## config.mk

```make
export PLATFORM = sky130hd
export DESIGN_NAME = stream_merge_top
export DESIGN_NICKNAME = d
export VERILOG_FILES = /design/src/stream_merge_pkg.sv /design/src/packet_granter.sv /design/src/stream_merger.sv /design/src/packet_fifo.sv /design/src/apb_drain.sv /design/src/stream_merge_top.sv
export SDC_FILE = /design/constraint.sdc
export NUM_CORES = 1
export LEC_CHECK = 0
export ABC_AREA = 1
export BUFFER_PORTS_ARGS = -buffer_cell sky130_fd_sc_hd__buf_4
export CORE_MARGIN = 1.5
export CORE_UTILIZATION = 50
export CTS_CLUSTER_DIAMETER = 80
export DETAILED_ROUTE_END_ITERATION = 12
export PLACE_DENSITY = 0.74
export SLEW_MARGIN = 20
export SYNTH_ARGS = -nofsm -noshare
export SYNTH_HDL_FRONTEND = slang
export SYNTH_SLANG_ARGS = --single-unit
```

## constraint.sdc

```tcl
create_clock -name clk -period 2.9 [get_ports clk]
set_input_delay 0.58 -clock clk [delete_from_list [all_inputs] [get_ports clk]]
set_output_delay 0.58 -clock clk [all_outputs]
set_load 0.01 [all_outputs]
```

## src/stream_merge_pkg.sv

```systemverilog
/*
  Shared widths, APB register offsets and control bit positions
  Data word and APB address and data types
*/

package stream_merge_pkg;

  // **************************************************
  // Stream word
  // **************************************************

  localparam int WORD_W = 16;

  // Upper bits of a word hold the index of the source that sent it
  localparam int SRC_ID_W = 4;

  typedef logic [WORD_W-1:0] word_t;

  // **************************************************
  // APB register map
  // **************************************************

  localparam int APB_ADDR_W = 4;
  localparam int APB_DATA_W = 32;

  typedef logic [APB_ADDR_W-1:0] apb_addr_t;
  typedef logic [APB_DATA_W-1:0] apb_data_t;

  localparam apb_addr_t REG_DATA   = 4'h0;
  localparam apb_addr_t REG_STATUS = 4'h4;
  localparam apb_addr_t REG_CTRL   = 4'h8;

  // Control register fields
  localparam int CTRL_ENABLE_BIT = 0;
  localparam int CTRL_CLEAR_BIT  = 1;

  // Head word last flag in the status register
  localparam int STATUS_LAST_BIT = 8;

endpackage

```

## src/packet_granter.sv

```systemverilog
/*
  Packet-locked one-hot grant register
  Fixed-priority choice of the next grant from valid and hint lists
*/

`timescale 1ns/1ps

module packet_granter #(
  parameter int NUM_SRC = 4
) (
  input  logic               clk,
  input  logic               rstnn,
  input  logic               clear,
  input  logic               enable,
  input  logic [NUM_SRC-1:0] cand_valid,
  input  logic [NUM_SRC-1:0] cand_hint,
  input  logic [NUM_SRC-1:0] cand_last,
  input  logic               granted_ready,
  output logic [NUM_SRC-1:0] grant,
  output logic               granted_valid,
  output logic               granted_last
);

  logic [NUM_SRC-1:0] first_valid;
  logic [NUM_SRC-1:0] first_hint;
  logic [NUM_SRC-1:0] next_grant;
  logic [NUM_SRC-1:0] others;
  logic               any_other;
  logic               last_xfer;
  logic               switch_ok;

  // Isolates the lowest set bit of a vector
  function automatic logic [NUM_SRC-1:0] lowest_one(input logic [NUM_SRC-1:0] vec);
    lowest_one = vec & (~vec + {{(NUM_SRC-1){1'b0}}, 1'b1});
  endfunction

  // **************************************************
  // Granted source view
  // **************************************************

  assign granted_valid = |(cand_valid & grant);
  assign granted_last  = |(cand_last & grant);

  // Final word of the locked packet is accepted this cycle
  assign last_xfer = granted_valid & granted_ready & granted_last;

  // Any other source that wants the output
  assign others    = (cand_valid | cand_hint) & ~grant;
  assign any_other = |others;

  // Hold the grant inside a packet
  // Release it after the last word or while the owner is idle
  assign switch_ok = granted_valid ? (last_xfer & any_other) : any_other;

  // **************************************************
  // Next grant
  // **************************************************

  assign first_valid = lowest_one(cand_valid);
  assign first_hint  = lowest_one(cand_hint);

  // Valid sources win over hinting ones
  assign next_grant = (cand_valid != '0) ? first_valid : first_hint;

  // One-hot grant that returns to source 0 on reset and clear
  always_ff @(posedge clk or negedge rstnn)
  begin
    if (!rstnn)
    begin
      grant <= {{(NUM_SRC-1){1'b0}}, 1'b1};
    end
    else if (clear)
    begin
      grant <= {{(NUM_SRC-1){1'b0}}, 1'b1};
    end
    else if (enable && switch_ok)
    begin
      grant <= next_grant;
    end
  end

endmodule

```

## src/stream_merger.sv

```systemverilog
/*
  Packet merger of NUM_SRC source streams into one stream
  Grant-gated ready and one-hot AND-OR data mux
*/

`timescale 1ns/1ps

module stream_merger #(
  parameter int NUM_SRC = 4
) (
  input  logic                                      clk,
  input  logic                                      rstnn,
  input  logic                                      clear,
  input  logic                                      enable,
  input  logic [NUM_SRC-1:0]                        src_valid,
  input  logic [NUM_SRC-1:0]                        src_hint,
  input  logic [NUM_SRC-1:0]                        src_last,
  input  logic [NUM_SRC*stream_merge_pkg::WORD_W-1:0] src_data,
  output logic [NUM_SRC-1:0]                        src_ready,
  output logic                                      out_valid,
  output logic                                      out_last,
  output stream_merge_pkg::word_t                   out_data,
  input  logic                                      out_ready
);

  localparam int WORD_W = stream_merge_pkg::WORD_W;

  logic [NUM_SRC-1:0] grant;
  logic               granted_valid;
  logic               granted_last;
  logic               path_ready;

  // **************************************************
  // Grant control
  // **************************************************

  // Nothing moves until the host enables the merger
  assign path_ready = out_ready & enable;

  packet_granter #(
    .NUM_SRC(NUM_SRC)
  ) i_packet_granter (
    .clk          (clk),
    .rstnn        (rstnn),
    .clear        (clear),
    .enable       (enable),
    .cand_valid   (src_valid),
    .cand_hint    (src_hint),
    .cand_last    (src_last),
    .granted_ready(path_ready),
    .grant        (grant),
    .granted_valid(granted_valid),
    .granted_last (granted_last)
  );

  // Only the granted source sees ready
  assign src_ready = grant & {NUM_SRC{path_ready}};

  // **************************************************
  // Combinational output path
  // **************************************************

  // Valid is masked the same way as ready so both ends agree on a transfer
  assign out_valid = granted_valid & enable;
  assign out_last  = granted_last;

  // One-hot AND-OR select of the granted word
  always_comb
  begin
    out_data = '0;
    for (int i = 0; i < NUM_SRC; i++)
    begin
      out_data = out_data | (src_data[i*WORD_W +: WORD_W] & {WORD_W{grant[i]}});
    end
  end

endmodule

```

## src/packet_fifo.sv

```systemverilog
/*
  Synchronous register-array FIFO of last flag and word entries
  Fill count output, same-cycle push and pop
*/

`timescale 1ns/1ps

module packet_fifo #(
  parameter int FIFO_DEPTH = 8
) (
  input  logic                            clk,
  input  logic                            rstnn,
  input  logic                            in_valid,
  input  logic                            in_last,
  input  stream_merge_pkg::word_t         in_data,
  output logic                            in_ready,
  output logic                            head_valid,
  output logic                            head_last,
  output stream_merge_pkg::word_t         head_data,
  output logic [$clog2(FIFO_DEPTH):0]     fill_count,
  input  logic                            pop
);

  localparam int ADDR_W  = $clog2(FIFO_DEPTH);
  // Entry is the last flag on top of the word
  localparam int ENTRY_W = 1 + stream_merge_pkg::WORD_W;
  localparam logic [ADDR_W:0] FULL_COUNT = (ADDR_W+1)'(FIFO_DEPTH);

  logic [ENTRY_W-1:0] mem [FIFO_DEPTH];
  logic [ADDR_W-1:0]  wr_ptr;
  logic [ADDR_W-1:0]  rd_ptr;
  logic               push;
  logic               do_pop;

  // **************************************************
  // Flags and handshakes
  // **************************************************

  assign in_ready   = (fill_count != FULL_COUNT);
  assign head_valid = (fill_count != '0);

  assign push   = in_valid & in_ready;
  // Pop on an empty FIFO is dropped
  assign do_pop = pop & head_valid;

  // Head entry is shown straight from the array
  assign {head_last, head_data} = mem[rd_ptr];

  // **************************************************
  // Storage
  // **************************************************

  always_ff @(posedge clk)
  begin
    if (push)
    begin
      mem[wr_ptr] <= {in_last, in_data};
    end
  end

  // Pointers wrap on their own since the depth is a power of two
  always_ff @(posedge clk or negedge rstnn)
  begin
    if (!rstnn)
    begin
      wr_ptr     <= '0;
      rd_ptr     <= '0;
      fill_count <= '0;
    end
    else
    begin
      if (push)
      begin
        wr_ptr <= wr_ptr + ADDR_W'(1);
      end
      if (do_pop)
      begin
        rd_ptr <= rd_ptr + ADDR_W'(1);
      end
      // Count holds when push and pop meet
      if (push && !do_pop)
      begin
        fill_count <= fill_count + (ADDR_W+1)'(1);
      end
      else if (!push && do_pop)
      begin
        fill_count <= fill_count - (ADDR_W+1)'(1);
      end
    end
  end

endmodule

```

## src/apb_drain.sv

```systemverilog
/*
  Zero-wait APB slave that drains the packet FIFO
  DATA pop register, STATUS register, CTRL enable and clear
*/

`timescale 1ns/1ps

module apb_drain #(
  parameter int FIFO_DEPTH = 8
) (
  input  logic                          clk,
  input  logic                          rstnn,
  input  logic                          psel,
  input  logic                          penable,
  input  logic                          pwrite,
  input  stream_merge_pkg::apb_addr_t   paddr,
  input  stream_merge_pkg::apb_data_t   pwdata,
  output stream_merge_pkg::apb_data_t   prdata,
  output logic                          pslverr,
  input  logic                          head_valid,
  input  logic                          head_last,
  input  stream_merge_pkg::word_t       head_data,
  input  logic [$clog2(FIFO_DEPTH):0]   fill_count,
  output logic                          pop,
  output logic                          enable,
  output logic                          clear
);

  // Fill count sits in bits 7:0 of STATUS
  localparam int FILL_W = $clog2(FIFO_DEPTH) + 1;

  logic access;
  logic hit_data;
  logic hit_status;
  logic hit_ctrl;
  logic ctrl_wr;

  // **************************************************
  // Address decode
  // **************************************************

  // Access phase completes in one cycle
  assign access = psel & penable;

  assign hit_data   = (paddr == stream_merge_pkg::REG_DATA);
  assign hit_status = (paddr == stream_merge_pkg::REG_STATUS);
  assign hit_ctrl   = (paddr == stream_merge_pkg::REG_CTRL);

  assign ctrl_wr = access & pwrite & hit_ctrl;

  // Read of DATA consumes the head word in the access cycle
  assign pop = access & ~pwrite & hit_data & head_valid;

  // **************************************************
  // Read data and error response
  // **************************************************

  always_comb
  begin
    prdata  = '0;
    pslverr = 1'b0;
    if (access)
    begin
      if (hit_data)
      begin
        // Write to DATA or read on empty FIFO is an error
        if (pwrite || !head_valid)
          pslverr = 1'b1;
        else
          prdata = stream_merge_pkg::apb_data_t'(head_data);
      end
      else if (hit_status)
      begin
        if (pwrite)
        begin
          pslverr = 1'b1;
        end
        else
        begin
          prdata[FILL_W-1:0] = fill_count;
          prdata[stream_merge_pkg::STATUS_LAST_BIT] = head_last;
        end
      end
      else if (hit_ctrl)
      begin
        if (!pwrite)
          prdata[stream_merge_pkg::CTRL_ENABLE_BIT] = enable;
      end
      else
      begin
        // Unmapped offset
        pslverr = 1'b1;
      end
    end
  end

  // **************************************************
  // Control register
  // **************************************************

  // Enable level and one-cycle clear pulse take effect after the access cycle
  always_ff @(posedge clk or negedge rstnn)
  begin
    if (!rstnn)
    begin
      enable <= 1'b0;
      clear  <= 1'b0;
    end
    else
    begin
      clear <= ctrl_wr & pwdata[stream_merge_pkg::CTRL_CLEAR_BIT];
      if (ctrl_wr)
      begin
        enable <= pwdata[stream_merge_pkg::CTRL_ENABLE_BIT];
      end
    end
  end

endmodule

```

## src/stream_merge_top.sv

```systemverilog
/*
  Stream merge subsystem top level
  Merger, packet FIFO and APB drain
*/

`timescale 1ns/1ps

module stream_merge_top #(
  parameter int NUM_SRC    = 4,
  parameter int FIFO_DEPTH = 8
) (
  input  logic                                        clk,
  input  logic                                        rstnn,
  input  logic [NUM_SRC-1:0]                          src_valid,
  input  logic [NUM_SRC-1:0]                          src_hint,
  input  logic [NUM_SRC-1:0]                          src_last,
  input  logic [NUM_SRC*stream_merge_pkg::WORD_W-1:0] src_data,
  output logic [NUM_SRC-1:0]                          src_ready,
  input  logic                                        psel,
  input  logic                                        penable,
  input  logic                                        pwrite,
  input  stream_merge_pkg::apb_addr_t                 paddr,
  input  stream_merge_pkg::apb_data_t                 pwdata,
  output stream_merge_pkg::apb_data_t                 prdata,
  output logic                                        pslverr
);

  // Merger to FIFO
  logic                    out_valid;
  logic                    out_last;
  stream_merge_pkg::word_t out_data;
  logic                    out_ready;

  // FIFO to drain
  logic                            head_valid;
  logic                            head_last;
  stream_merge_pkg::word_t         head_data;
  logic [$clog2(FIFO_DEPTH):0]     fill_count;
  logic                            pop;

  // Drain to merger
  logic enable;
  logic clear;

  stream_merger #(
    .NUM_SRC(NUM_SRC)
  ) i_stream_merger (
    .clk      (clk),
    .rstnn    (rstnn),
    .clear    (clear),
    .enable   (enable),
    .src_valid(src_valid),
    .src_hint (src_hint),
    .src_last (src_last),
    .src_data (src_data),
    .src_ready(src_ready),
    .out_valid(out_valid),
    .out_last (out_last),
    .out_data (out_data),
    .out_ready(out_ready)
  );

  packet_fifo #(
    .FIFO_DEPTH(FIFO_DEPTH)
  ) i_packet_fifo (
    .clk       (clk),
    .rstnn     (rstnn),
    .in_valid  (out_valid),
    .in_last   (out_last),
    .in_data   (out_data),
    .in_ready  (out_ready),
    .head_valid(head_valid),
    .head_last (head_last),
    .head_data (head_data),
    .fill_count(fill_count),
    .pop       (pop)
  );

  apb_drain #(
    .FIFO_DEPTH(FIFO_DEPTH)
  ) i_apb_drain (
    .clk       (clk),
    .rstnn     (rstnn),
    .psel      (psel),
    .penable   (penable),
    .pwrite    (pwrite),
    .paddr     (paddr),
    .pwdata    (pwdata),
    .prdata    (prdata),
    .pslverr   (pslverr),
    .head_valid(head_valid),
    .head_last (head_last),
    .head_data (head_data),
    .fill_count(fill_count),
    .pop       (pop),
    .enable    (enable),
    .clear     (clear)
  );

endmodule

```

==> results of run 1 <==
[metrics by stage]
step           setup slack, ns  power, W  area (um^2)  std cells  hold slack [ns]
4_1_cts                  0.109   0.00790         8640       1000           0.0122
3_3_place_gp             0.347   0.00558         8050        968            0.463
6_report                 0.184   0.00789         8650       1000           0.0244
2_1_floorplan            0.549   0.00494         7130        706            0.284
5_1_grt                 0.0640   0.00831         8650       1000           0.0258
3_5_place_dp             0.277   0.00573         8050        968            0.460
[flip-flops by register name, indices dropped and copies added, names as in the netlist]
signal and count:
i_packet_fifo.mem 136, i_packet_fifo.fill_count 4, i_stream_merger.i_packet_granter.grant 4, i_packet_fifo.rd_ptr 3, i_packet_fifo.wr_ptr 3, i_apb_drain.clear 1
i_apb_drain.enable 1
[power groups by stage]
stage	Clock (W)	Combinational (W)	Sequential [W]
after floorplan	0	0.00164	0.00329
after global placement	0	0.00227	0.00332
after CTS	0.00219	0.00241	0.00330
after global routing	0.00228	0.00269	0.00334
after detailed placement	0	0.00240	0.00333
final	0.00217	0.00242	0.00330
[logic make-up (layout without fill, tap and decap cells)]
| group | count (synthesis) | in the layout |
|---|---|---|
| other | 1 | 16 |
| AOI/OAI and AO/OA | 104 | 104 |
| adders and majority gates | 6 | 6 |
| DFF | 152 | 152 |
| and+or+nand+nor | 347 | 347 |
| buffers and inverters | 76 | 190 |
| muxes | 1 | 1 |
| xor gates and xnor gates | 4 | 4 |
[metal layers]
| layer | share of wire | vias up |
|---|---|---|
| met2 | 0.50 | 299 |
| met1 | 0.38 | 2528 |
| met4 | 0.016 | 0 |
| li1 | - | 2579 |
| met3 | 0.097 | 18 |
| met5 | 0 | - |
[cells in the mapped netlist, drive strengths merged]
library cell | n | area (um^2)
nand4 | 21 | 131
inv | 24 | 95.1
nand3 | 28 | 140
conb | 1 | 3.75
o221ai | 11 | 96.3
a22oi | 1 | 7.51
dfstp | 1 | 26.3
edfxtp | 136 | 4080
nand2 | 180 | 706
o211ai | 2 | 15.0
nor3b | 2 | 26.3
clkbuf | 12 | 47.6
nor4 | 1 | 6.26
dfrtp | 15 | 375
o21ai | 69 | 345
xnor2 | 2 | 17.5
buf | 39 | 259
a21oi | 21 | 105
ha | 5 | 62.6
and3 | 1 | 6.26
clkinv | 1 | 3.75
mux2 | 1 | 11.3
fa | 1 | 20.0
nor2 | 113 | 459
xor2 | 2 | 17.5
or2 | 1 | 6.26
[final timing paths]
| check | start | endpoint | slack, ns | cells past startpoint |
|---|---|---|---|---|
| worst max-delay path | i_packet_fifo.rd_ptr[0]$_DFFE_PN0P_ | prdata[1] | 0.18 | 7 |
| worst min-delay path | rstnn | i_packet_fifo.fill_count[1]$_DFFE_PN0P_ | 0.02 | 1 |
| worst max register to register | i_packet_fifo.fill_count[0]$_DFFE_PN0P_ | i_packet_fifo.fill_count[3]$_DFFE_PN0P_ | 0.42 | 13 |
| worst min register to register | i_apb_drain.clear$_DFF_PN0_ | i_stream_merger.i_packet_granter.grant[2]$_DFFE_PN0P_ | 0.55 | 3 |
| max in group asynchronous | rstnn | i_stream_merger.i_packet_granter.grant[0]$_DFFE_PN1P_ | 2.62 | 1 |
| min in group clk | pwdata[1] | i_apb_drain.clear$_DFF_PN0_ | 0.39 | 3 |
[final cells by class]
| type | instances | area [um^2] | share of cell area |
|---|---|---|---|
| Clock inverter | 14 | 166 | 0.0192 |
| Tap cell | 180 | 225 | 0.0260 |
| Clock buffer | 18 | 429 | 0.0496 |
| Multi-Input combinational cell | 478 | 2240 | 0.259 |
| Timing Repair Buffer | 133 | 998 | 0.115 |
| Inverter | 25 | 100 | 0.0116 |
| Sequential cell | 152 | 4490 | 0.519 |
[worst register-to-register path, stage by stage, from the launching register on]
cell,delay (ns)
dfrtp_1,0.49
nor2_2,0.07
a21oi_1,0.26
nand2_1,0.13
inv_1,0.16
ha_1,0.16
inv_1,0.10
ha_1,0.35
a21oi_1,0.14
nand2_1,0.10
a21oi_1,0.18
o21ai_0,0.11
nand2_1,0.06
nand2_1,0.05
[cells in the final DEF (no fill, tap or decap), types with 14 or more instances in the layout]
cell type and count:
inv_1 22, nand3_1 28, clkbuf_16 17, nor2_1 101, nand2_1 170, a21oi_1 21
o21ai_0 69, dfrtp_1 14, edfxtp_1 136, nand4_1 21, conb_1 16, buf_4 133
==> reports/qor.csv, run 1 <==
metric,value,unit
status,completed,
met2 Use GR,0.393,
unrepaired setup endpoints after global routing,false,
slowest cell on the critical path,dfrtp_2,
Worst-Margin Slew,0.661,ns
share of post-route cells with drive strength above 1,0.233,
Mean Syn Cell Area,10.2,um^2
XOR/XNOR Fraction of Synth Area,0.00495,
GRT Total Usage,0.229,
Max Freq,368,MHz
fill cell count,1013,
Initial Util,0.512,
internal power,0.00517,W
Die X-Extent,122,um
largest net degree at the start of global routing,42,
Layout area overhead,22.2,%
post-CTS sizing,0,
# setup viols final,0,
Worst setup EP type,output pin,
initial DRC count,478,
vias in the first global route,5124,
DR DRC count,0,
Cells after Synth,691,
Final Cycle Share,0.937,
Slew HR,0.559,
CP Buf/Inv Count,3,
Net Switching,0.00272,W
worst vdd ir,0.438,mV
Clock Tree Root,clkbuf_16,
Worst path top cell family by delay,buffers and inverters,
initial antenna violation count,0,
CTS tree,built,
Clock Skews,0.00667,ns
clk_lat worst skew,0.41,ns
CORE AREA,13800,um^2
post-synthesis adder-cell area fraction,0.0117,
IO buf count,107,
Synth Area in Compound Gates,0.0805,
Yosys Warn Count,0,
Routed WL,16.2,mm
Top Usage Layer GRT,met2,
H-tree Lvls,4,
cts hold-fix bufs,0,
post-synthesis sequential area ratio,0.634,
Routed WL per cell,16.2,um
Clk network pwr share,0.275,
final hold viol count,0,
Worst Setup Start Kind,flop,
overall die area,14900,um^2
Via Count,5424,
largest family of logic cells by synthesized area,simple AND/OR/NAND/NOR gates,
Pwr Density,912,nW/um^2
Pins Over Slew Limit,0,
clk sinks,152,
IO Count,154,
Yosys reg bits,152,
global-route wire length before repair,25.1,mm
CP arrival,2.14,ns
Seq pwr share,0.418,
Overflow after GRT,0,
TritonCTS buffer count,17,
Hold Crit Class,primary input to asynchronous set/reset pin,
postcts setup bufs,0,
clk buf depth,2,
routed vias/inst,5.42,
die outline height,122,um
gpl congestion,0.833,
fin nets,930,
M3 GR Usage,0.0478,
ANT cells,0,
Simple-Gate Fraction of Synth Area,0.209,
fin crit period,2.72,ns
MaxCap Viol Count,0,
crit path max fanout,19,
max incr delay on CP,0.39,ns
Final Util,0.625,
num rows,43,
power share of the combinational group,0.307,
HPWL after detailed placement,10.7,mm
first-pass iteration count of the detailed router,5,
met1 Use GR,0.282,
Setup TNS Final,0,ns
post-synthesis mux area share,0.00159,
Mapped Area,7070,um^2
Leak,3.42,nW
CP Data Required Time,2.32,ns
post-synth cell types,38,
clk slew on worst S/H paths,0.06,ns
Crit Path Class,flop to output pin,
Antenna Nets Post-Route,0,
sw frac,0.344,
worst-path cell chain,clkinv_2 -> buf_4 -> o21ai_0 -> nand3_1 -> nand3_1 -> a21oi_1 -> buf_4,
Power figures use the tool's default switching activity.
==> run 2, diff against run 1 <==
--- a/config.mk
+++ b/config.mk
@@ -8,10 +8,12 @@
 export ABC_AREA = 1
 export BUFFER_PORTS_ARGS = -buffer_cell sky130_fd_sc_hd__buf_4
 export CORE_MARGIN = 1.5
-export CORE_UTILIZATION = 50
+export CORE_UTILIZATION = 55
 export CTS_CLUSTER_DIAMETER = 80
+export CTS_CLUSTER_SIZE = 14
 export DETAILED_ROUTE_END_ITERATION = 12
-export PLACE_DENSITY = 0.74
+export MAX_ROUTING_LAYER = met4
+export PLACE_DENSITY = 0.81
 export SLEW_MARGIN = 20
 export SYNTH_ARGS = -nofsm -noshare
 export SYNTH_HDL_FRONTEND = slang
==> run 2 against run 1 <==
Effect of this change: sequential share of layout area is essentially flat; utilization grew 6.3 points; via count grew 2.4%; clock power grew 8%; cell area is essentially flat; power grew 3.1%; clock-buffer cell count shrank 1; combinational power grew 2%; maximum frequency shrank 1.1%; die area shrank 8.9%; largest cell class unchanged.
==> reports/qor.csv, run 2 (synthesis results as in run 1) <==
metric,value,unit,change
internal power,0.00534,W,+3.2%
met2 WL post-DR,8.37,mm,+2.9%
Overflow after GRT,0,,unchanged
slowest cell on the critical path,inv_1,,
Clk network pwr share,0.289,,+0.014
Hold Slack,0.00961,ns,-0.0148 ns
Routed WL per cell,17.2,um,+6.4%
HPWL after detailed placement,10.6,mm,-0.34%
Layout area overhead,22.3,%,about the same
Worst-Margin Slew,0.667,ns,+0.00643 ns
gpl congestion,0.873,,+4.9%
Worst Setup Start Kind,flop,,
fin nets,925,,-0.54%
initial DRC count,444,,-7.1%
Storage cell area,4490,um^2,unchanged
CP Data Required Time,2.32,ns,about the same
"commonest cells after routing, fill and taps aside","170 x nand2_1, 136 x edfxtp_1, 127 x buf_4",,
Via Count,5556,,+2.4%
clk sinks,152,,unchanged
Leak,3.42,nW,about the same
TritonCTS buffer count,17,,unchanged
Top Metal Used,met4,,
R2R Path End,i_packet_fifo.fill_count[3]$_DFFE_PN0P_,,
Hold Crit Class,primary input to asynchronous set/reset pin,,
postcts setup bufs,0,,unchanged
area occupied by multi-input gates,2240,um^2,unchanged
CP Buf/Inv Count,2,,-1
IO buf count,107,,unchanged
dpl ws,0.223,ns,-0.0538 ns
Clock Tree Root,clkbuf_16,,
Final Cycle Share,0.947,,+0.0104
Die X-Extent,116,um,-4.5%
# setup viols final,0,,unchanged
worst-path cell chain,inv_1 -> o21ai_0 -> o221ai_1 -> nand2_2 -> nor2_2 -> buf_4,,
worst setup margin,0.154,ns,-0.0302 ns
overall die area,13600,um^2,-8.9%
first-pass iteration count of the detailed router,5,,unchanged
worst vdd ir,0.618,mV,+41%
unrepaired setup endpoints after global routing,false,,
Antenna Nets Post-Route,0,,unchanged
fin crit period,2.75,ns,+0.0302 ns
post-CTS sizing,0,,unchanged
num rows,41,,-4.7%
Routed WL,17.0,mm,+5.0%
wire length on met3,1.54,mm,-1.5%
Top Registers,"i_packet_fifo.mem (136), i_packet_fifo.fill_count (4), i_stream_merger.i_packet_granter.grant (4)",,
Max Freq,364,MHz,-1.1%
max incr delay on CP,0.50,ns,+0.11 ns
Worst Reg2Reg Path Length in Cells,14,,+1
share of post-route cells with drive strength above 1,0.229,,-0.00348
crit path max fanout,18,,-1
Net Switching,0.00280,W,+3.0%
ANT cells,0,,unchanged
final hold viol count,0,,unchanged
routed vias/inst,5.63,,+3.8%
cts hold-fix bufs,0,,unchanged
clk buf depth,2,,unchanged
Worst setup EP type,output pin,,
Initial Util,0.563,,+0.0512
vias in the first global route,5391,,+5.2%
reg-to-reg startpoint,i_packet_fifo.fill_count[3]$_DFFE_PN0P_,,
Largest Register,i_packet_fifo.mem,,
Setup TNS Final,0,ns,unchanged
power share of the combinational group,0.303,,-0.004
status,completed,,
initial antenna violation count,0,,unchanged
IO Count,154,,unchanged
WL met1,6.52,mm,+4.7%
DR DRC count,0,,unchanged
Worst path top cell family by delay,buffers and inverters,,
CP arrival,2.17,ns,+0.03 ns
Seq pwr share,0.408,,-0.010
largest net degree at the start of global routing,59,,+40%
CORE AREA,12600,um^2,-9.1%
sw frac,0.344,,-0.000416
max reg flops,136,,unchanged
MaxCap Viol Count,0,,unchanged
Slew HR,0.555,,-0.00429
Crit Path Class,flop to output pin,,
global-route wire length before repair,26.5,mm,+5.5%
die outline height,116,um,-4.5%
Clock Skews,0.00847,ns,+0.00180 ns
H-tree Lvls,4,,unchanged
Final Util,0.688,,+0.0630
Worst R2R Setup Slack,0.24,ns,-0.18 ns
CTS tree,built,,
Pins Over Slew Limit,0,,unchanged
Pwr Density,940,nW/um^2,+3.0%
clk_lat worst skew,0.42,ns,about the same
GRT Total Usage,0.276,,+0.0477
clk slew on worst S/H paths,0.06,ns,about the same
fill cell count,842,,-17%
"commonest non-fill, non-tap cell in the layout",nand2_1,,
## run 2: cell count changes in the layout (fill, tap and decap cells not counted), sizes merged
cell	delta
clkbuf	-1
buf	-5
clkinv	-4
bufinv	+2
inv	+3
## run 2: metal layers
layer  global-route usage  vias up
li1                     -     2570
met1                0.335     2574
met2                0.437      351
met3               0.0638       61
met4                0.140        0
met5                    -        -
## run 2: worst max path at each step
stage	start	end	cells after the start
6_report	i_packet_fifo.rd_ptr[1]$_DFFE_PN0P_	prdata[6]	6
5_1_grt	i_packet_fifo.rd_ptr[1]$_DFFE_PN0P_	prdata[6]	6
4_1_cts	i_packet_fifo.rd_ptr[1]$_DFFE_PN0P_	prdata[6]	6
3_5_place_dp	pwrite	i_packet_fifo.fill_count[3]$_DFFE_PN0P_	14
3_3_place_gp	pwrite	i_packet_fifo.fill_count[3]$_DFFE_PN0P_	14
2_1_floorplan	pwrite	i_packet_fifo.fill_count[3]$_DFFE_PN0P_	13
## run 2: layout make-up
class                      instances  area share
timing repair buffer             128       0.113
inverter                          25      0.0114
clock inverter                    15      0.0244
multi-input combinational        478       0.259
clock buffer                      17      0.0492
sequential                       152       0.519
tap                              172      0.0249
## run 2: power by group through the flow
| stage | registers (W) | logic [W] | clock network [W] |
|---|---|---|---|
| after floorplan | 0.00329 | 0.00164 | 0 |
| after global placement | 0.00332 | 0.00222 | 0 |
| after detailed placement | 0.00334 | 0.00238 | 0 |
| after CTS | 0.00331 | 0.00243 | 0.00237 |
| after global routing | 0.00335 | 0.00272 | 0.00246 |
| final | 0.00332 | 0.00246 | 0.00235 |
## run 2: stage by stage
step	power, W	cells	instance area [um^2]
finish	0.00813	987	8650
global route	0.00853	987	8650
CTS	0.00811	987	8650
detailed placement	0.00572	955	8010
global placement	0.00554	955	8010
floorplan	0.00494	706	7130
==> run 3, diff against run 2 <==
==> constraint.sdc (replaced) <==
create_clock -name clk -period 3.15 [get_ports clk]
set_input_delay 0.63 -clock clk [delete_from_list [all_inputs] [get_ports clk]]
set_output_delay 0.63 -clock clk [all_outputs]
set_load 0.01 [all_outputs]
==> run 3 against run 2 <==
Effect of this change: cell area fell by 0.61%; non-clock buffer count stayed put; global-route usage shrank 0.74 points; worst setup slack improved by 0.20 ns; sequential power down 7.2%.
==> reports/qor.csv, run 3 (synthesis results as in run 1) <==
metric,value,unit,change
Leak,3.39,nW,-0.86%
Top Metal Used,met4,,
Routed WL,16.8,mm,-1.1%
clk slew on worst S/H paths,0.06,ns,about the same
final hold viol count,0,,unchanged
CP Data Required Time,2.52,ns,+0.20 ns
first-pass iteration count of the detailed router,6,,+1
wire length on met3,1.40,mm,-9.5%
CP arrival,2.16,ns,about the same
Worst Setup Start Kind,flop,,
Layout area overhead,21.5,%,
"commonest cells after routing, fill and taps aside","170 x nand2_1, 136 x edfxtp_1, 127 x buf_4",,
share of post-route cells with drive strength above 1,0.227,,-0.00245
Hold Slack,0.0705,ns,+0.0609 ns
initial DRC count,491,,+11%
GRT Total Usage,0.269,,-0.00745
initial antenna violation count,0,,unchanged
Largest Register,i_packet_fifo.mem,,
Crit Path Class,flop to output pin,,
status,completed,,
WL met1,6.46,mm,-0.95%
Die X-Extent,116,um,unchanged
fin nets,925,,unchanged
clk buf depth,2,,unchanged
Routed WL per cell,17.0,um,-1.1%
MaxCap Viol Count,0,,unchanged
gpl congestion,0.889,,+1.8%
largest net degree at the start of global routing,62,,+5.1%
IO buf count,107,,unchanged
vias in the first global route,5248,,-2.7%
CTS tree,built,,
Worst R2R Setup Slack,0.42,ns,+0.18 ns
R2R Path End,i_packet_fifo.fill_count[3]$_DFFE_PN0P_,,
cts hold-fix bufs,0,,unchanged
overall die area,13600,um^2,unchanged
Seq pwr share,0.423,,+0.015
Pins Over Slew Limit,0,,unchanged
postcts setup bufs,0,,unchanged
Final Cycle Share,0.886,,
unrepaired setup endpoints after global routing,false,,
crit path max fanout,45,,+27
Max Freq,358,MHz,
num rows,41,,unchanged
Pwr Density,847,nW/um^2,-9.9%
Hold Crit Class,primary input to asynchronous set/reset pin,,
ANT cells,0,,unchanged
dpl ws,0.283,ns,+0.0596 ns
final instance area,8600,um^2,-0.61%
Clock Tree Root,clkbuf_16,,
HPWL after detailed placement,10.9,mm,+2.5%
Overflow after GRT,0,,unchanged
Clock Skews,0.00959,ns,+0.00112 ns
max reg flops,136,,unchanged
H-tree Lvls,4,,unchanged
power share of the combinational group,0.305,,+0.002
fin crit period,2.79,ns,
Worst setup EP type,output pin,,
post-CTS sizing,0,,unchanged
Top Registers,"i_packet_fifo.mem (136), i_packet_fifo.fill_count (4), i_stream_merger.i_packet_granter.grant (4)",,
DR DRC count,0,,unchanged
Area after DPL,8010,um^2,unchanged
Clk network pwr share,0.272,,-0.017
Initial Util,0.563,,unchanged
internal power,0.00478,W,-10%
clk_lat worst skew,0.42,ns,about the same
Slew HR,0.575,,+0.0202
reg-to-reg startpoint,i_stream_merger.i_packet_granter.grant[0]$_DFFE_PN1P_,,
routed vias/inst,5.60,,-0.45%
Net Switching,0.00250,W,-10%
Via Count,5531,,-0.45%
global-route wire length before repair,25.9,mm,-2.5%
Setup TNS Final,0,ns,unchanged
clk sinks,152,,unchanged
Antenna Nets Post-Route,0,,unchanged
worst vdd ir,0.414,mV,-33%
IO Count,154,,unchanged
die outline height,116,um,unchanged
Worst Reg2Reg Path Length in Cells,13,,-1
sw frac,0.344,,about the same
CORE AREA,12600,um^2,unchanged
worst setup margin,0.358,ns,+0.205 ns
# setup viols final,0,,unchanged
met2 WL post-DR,8.58,mm,+2.5%
TritonCTS buffer count,17,,unchanged
"commonest non-fill, non-tap cell in the layout",nand2_1,,
Worst-Margin Slew,0.637,ns,-0.0303 ns
[run 3: changes by cell type in the layout (fill, tap and decap cells not counted), sizes merged]
cell	previous run	this run
inv	31	25
clkbuf	17	22
clkinv	4	6
clkinvlp	1	2
bufinv	4	2
[run 3: cell type report]
| class | instances | area (um^2) |
|---|---|---|
| inverter | 25 | 98.8 |
| timing repair buffer | 128 | 973 |
| fill | 838 | 3970 |
| tap | 172 | 215 |
| multi-input combinational | 478 | 2240 |
| sequential | 152 | 4490 |
| clock inverter | 10 | 120 |
| clock buffer | 22 | 464 |
[run 3: routing by layer]
metal  vias to the layer above  global-route usage
li1                       2566                   -
met1                      2589               0.324
met2                       337               0.446
met3                        39              0.0555
met4                         0               0.110
met5                         -                   -
[run 3: worst max path at each step]
stage | startpoint | endpoint | cells past startpoint
floorplan | pwrite | i_packet_fifo.fill_count[3]$_DFFE_PN0P_ | 13
global placement | pwrite | i_packet_fifo.fill_count[3]$_DFFE_PN0P_ | 14
detailed placement | pwrite | i_packet_fifo.fill_count[3]$_DFFE_PN0P_ | 14
CTS | i_packet_fifo.rd_ptr[0]$_DFFE_PN0P_ | prdata[0] | 8
global route | i_stream_merger.i_packet_granter.grant[0]$_DFFE_PN1P_ | i_packet_fifo.fill_count[3]$_DFFE_PN0P_ | 13
finish | i_packet_fifo.rd_ptr[0]$_DFFE_PN0P_ | prdata[0] | 8
[run 3: power by group through the flow]
stage	Clock, W	Combinational, W	Sequential (W)
2_1_floorplan	0	0.00151	0.00303
3_3_place_gp	0	0.00203	0.00309
3_5_place_dp	0	0.00217	0.00311
4_1_cts	0.00198	0.00220	0.00308
5_1_grt	0.00205	0.00245	0.00312
6_report	0.00198	0.00222	0.00308
[run 3: through the flow]
stage	total power, W	std cells	util
floorplan	0.00454	706	-
global placement	0.00512	955	0.638
detailed placement	0.00528	955	0.638
CTS	0.00725	987	0.684
global route	0.00762	987	0.684
finish	0.00728	987	0.684
[run 3: critical path, cell delays in order, from the launching register on]
cell and delay [ns]:
dfrtp_2 0.39, buf_4 0.42, nor2_1 0.11, nor2_1 0.16, o21ai_0 0.12, nand3_1 0.10, nand3_1 0.11, a21oi_1 0.18
buf_4 0.15
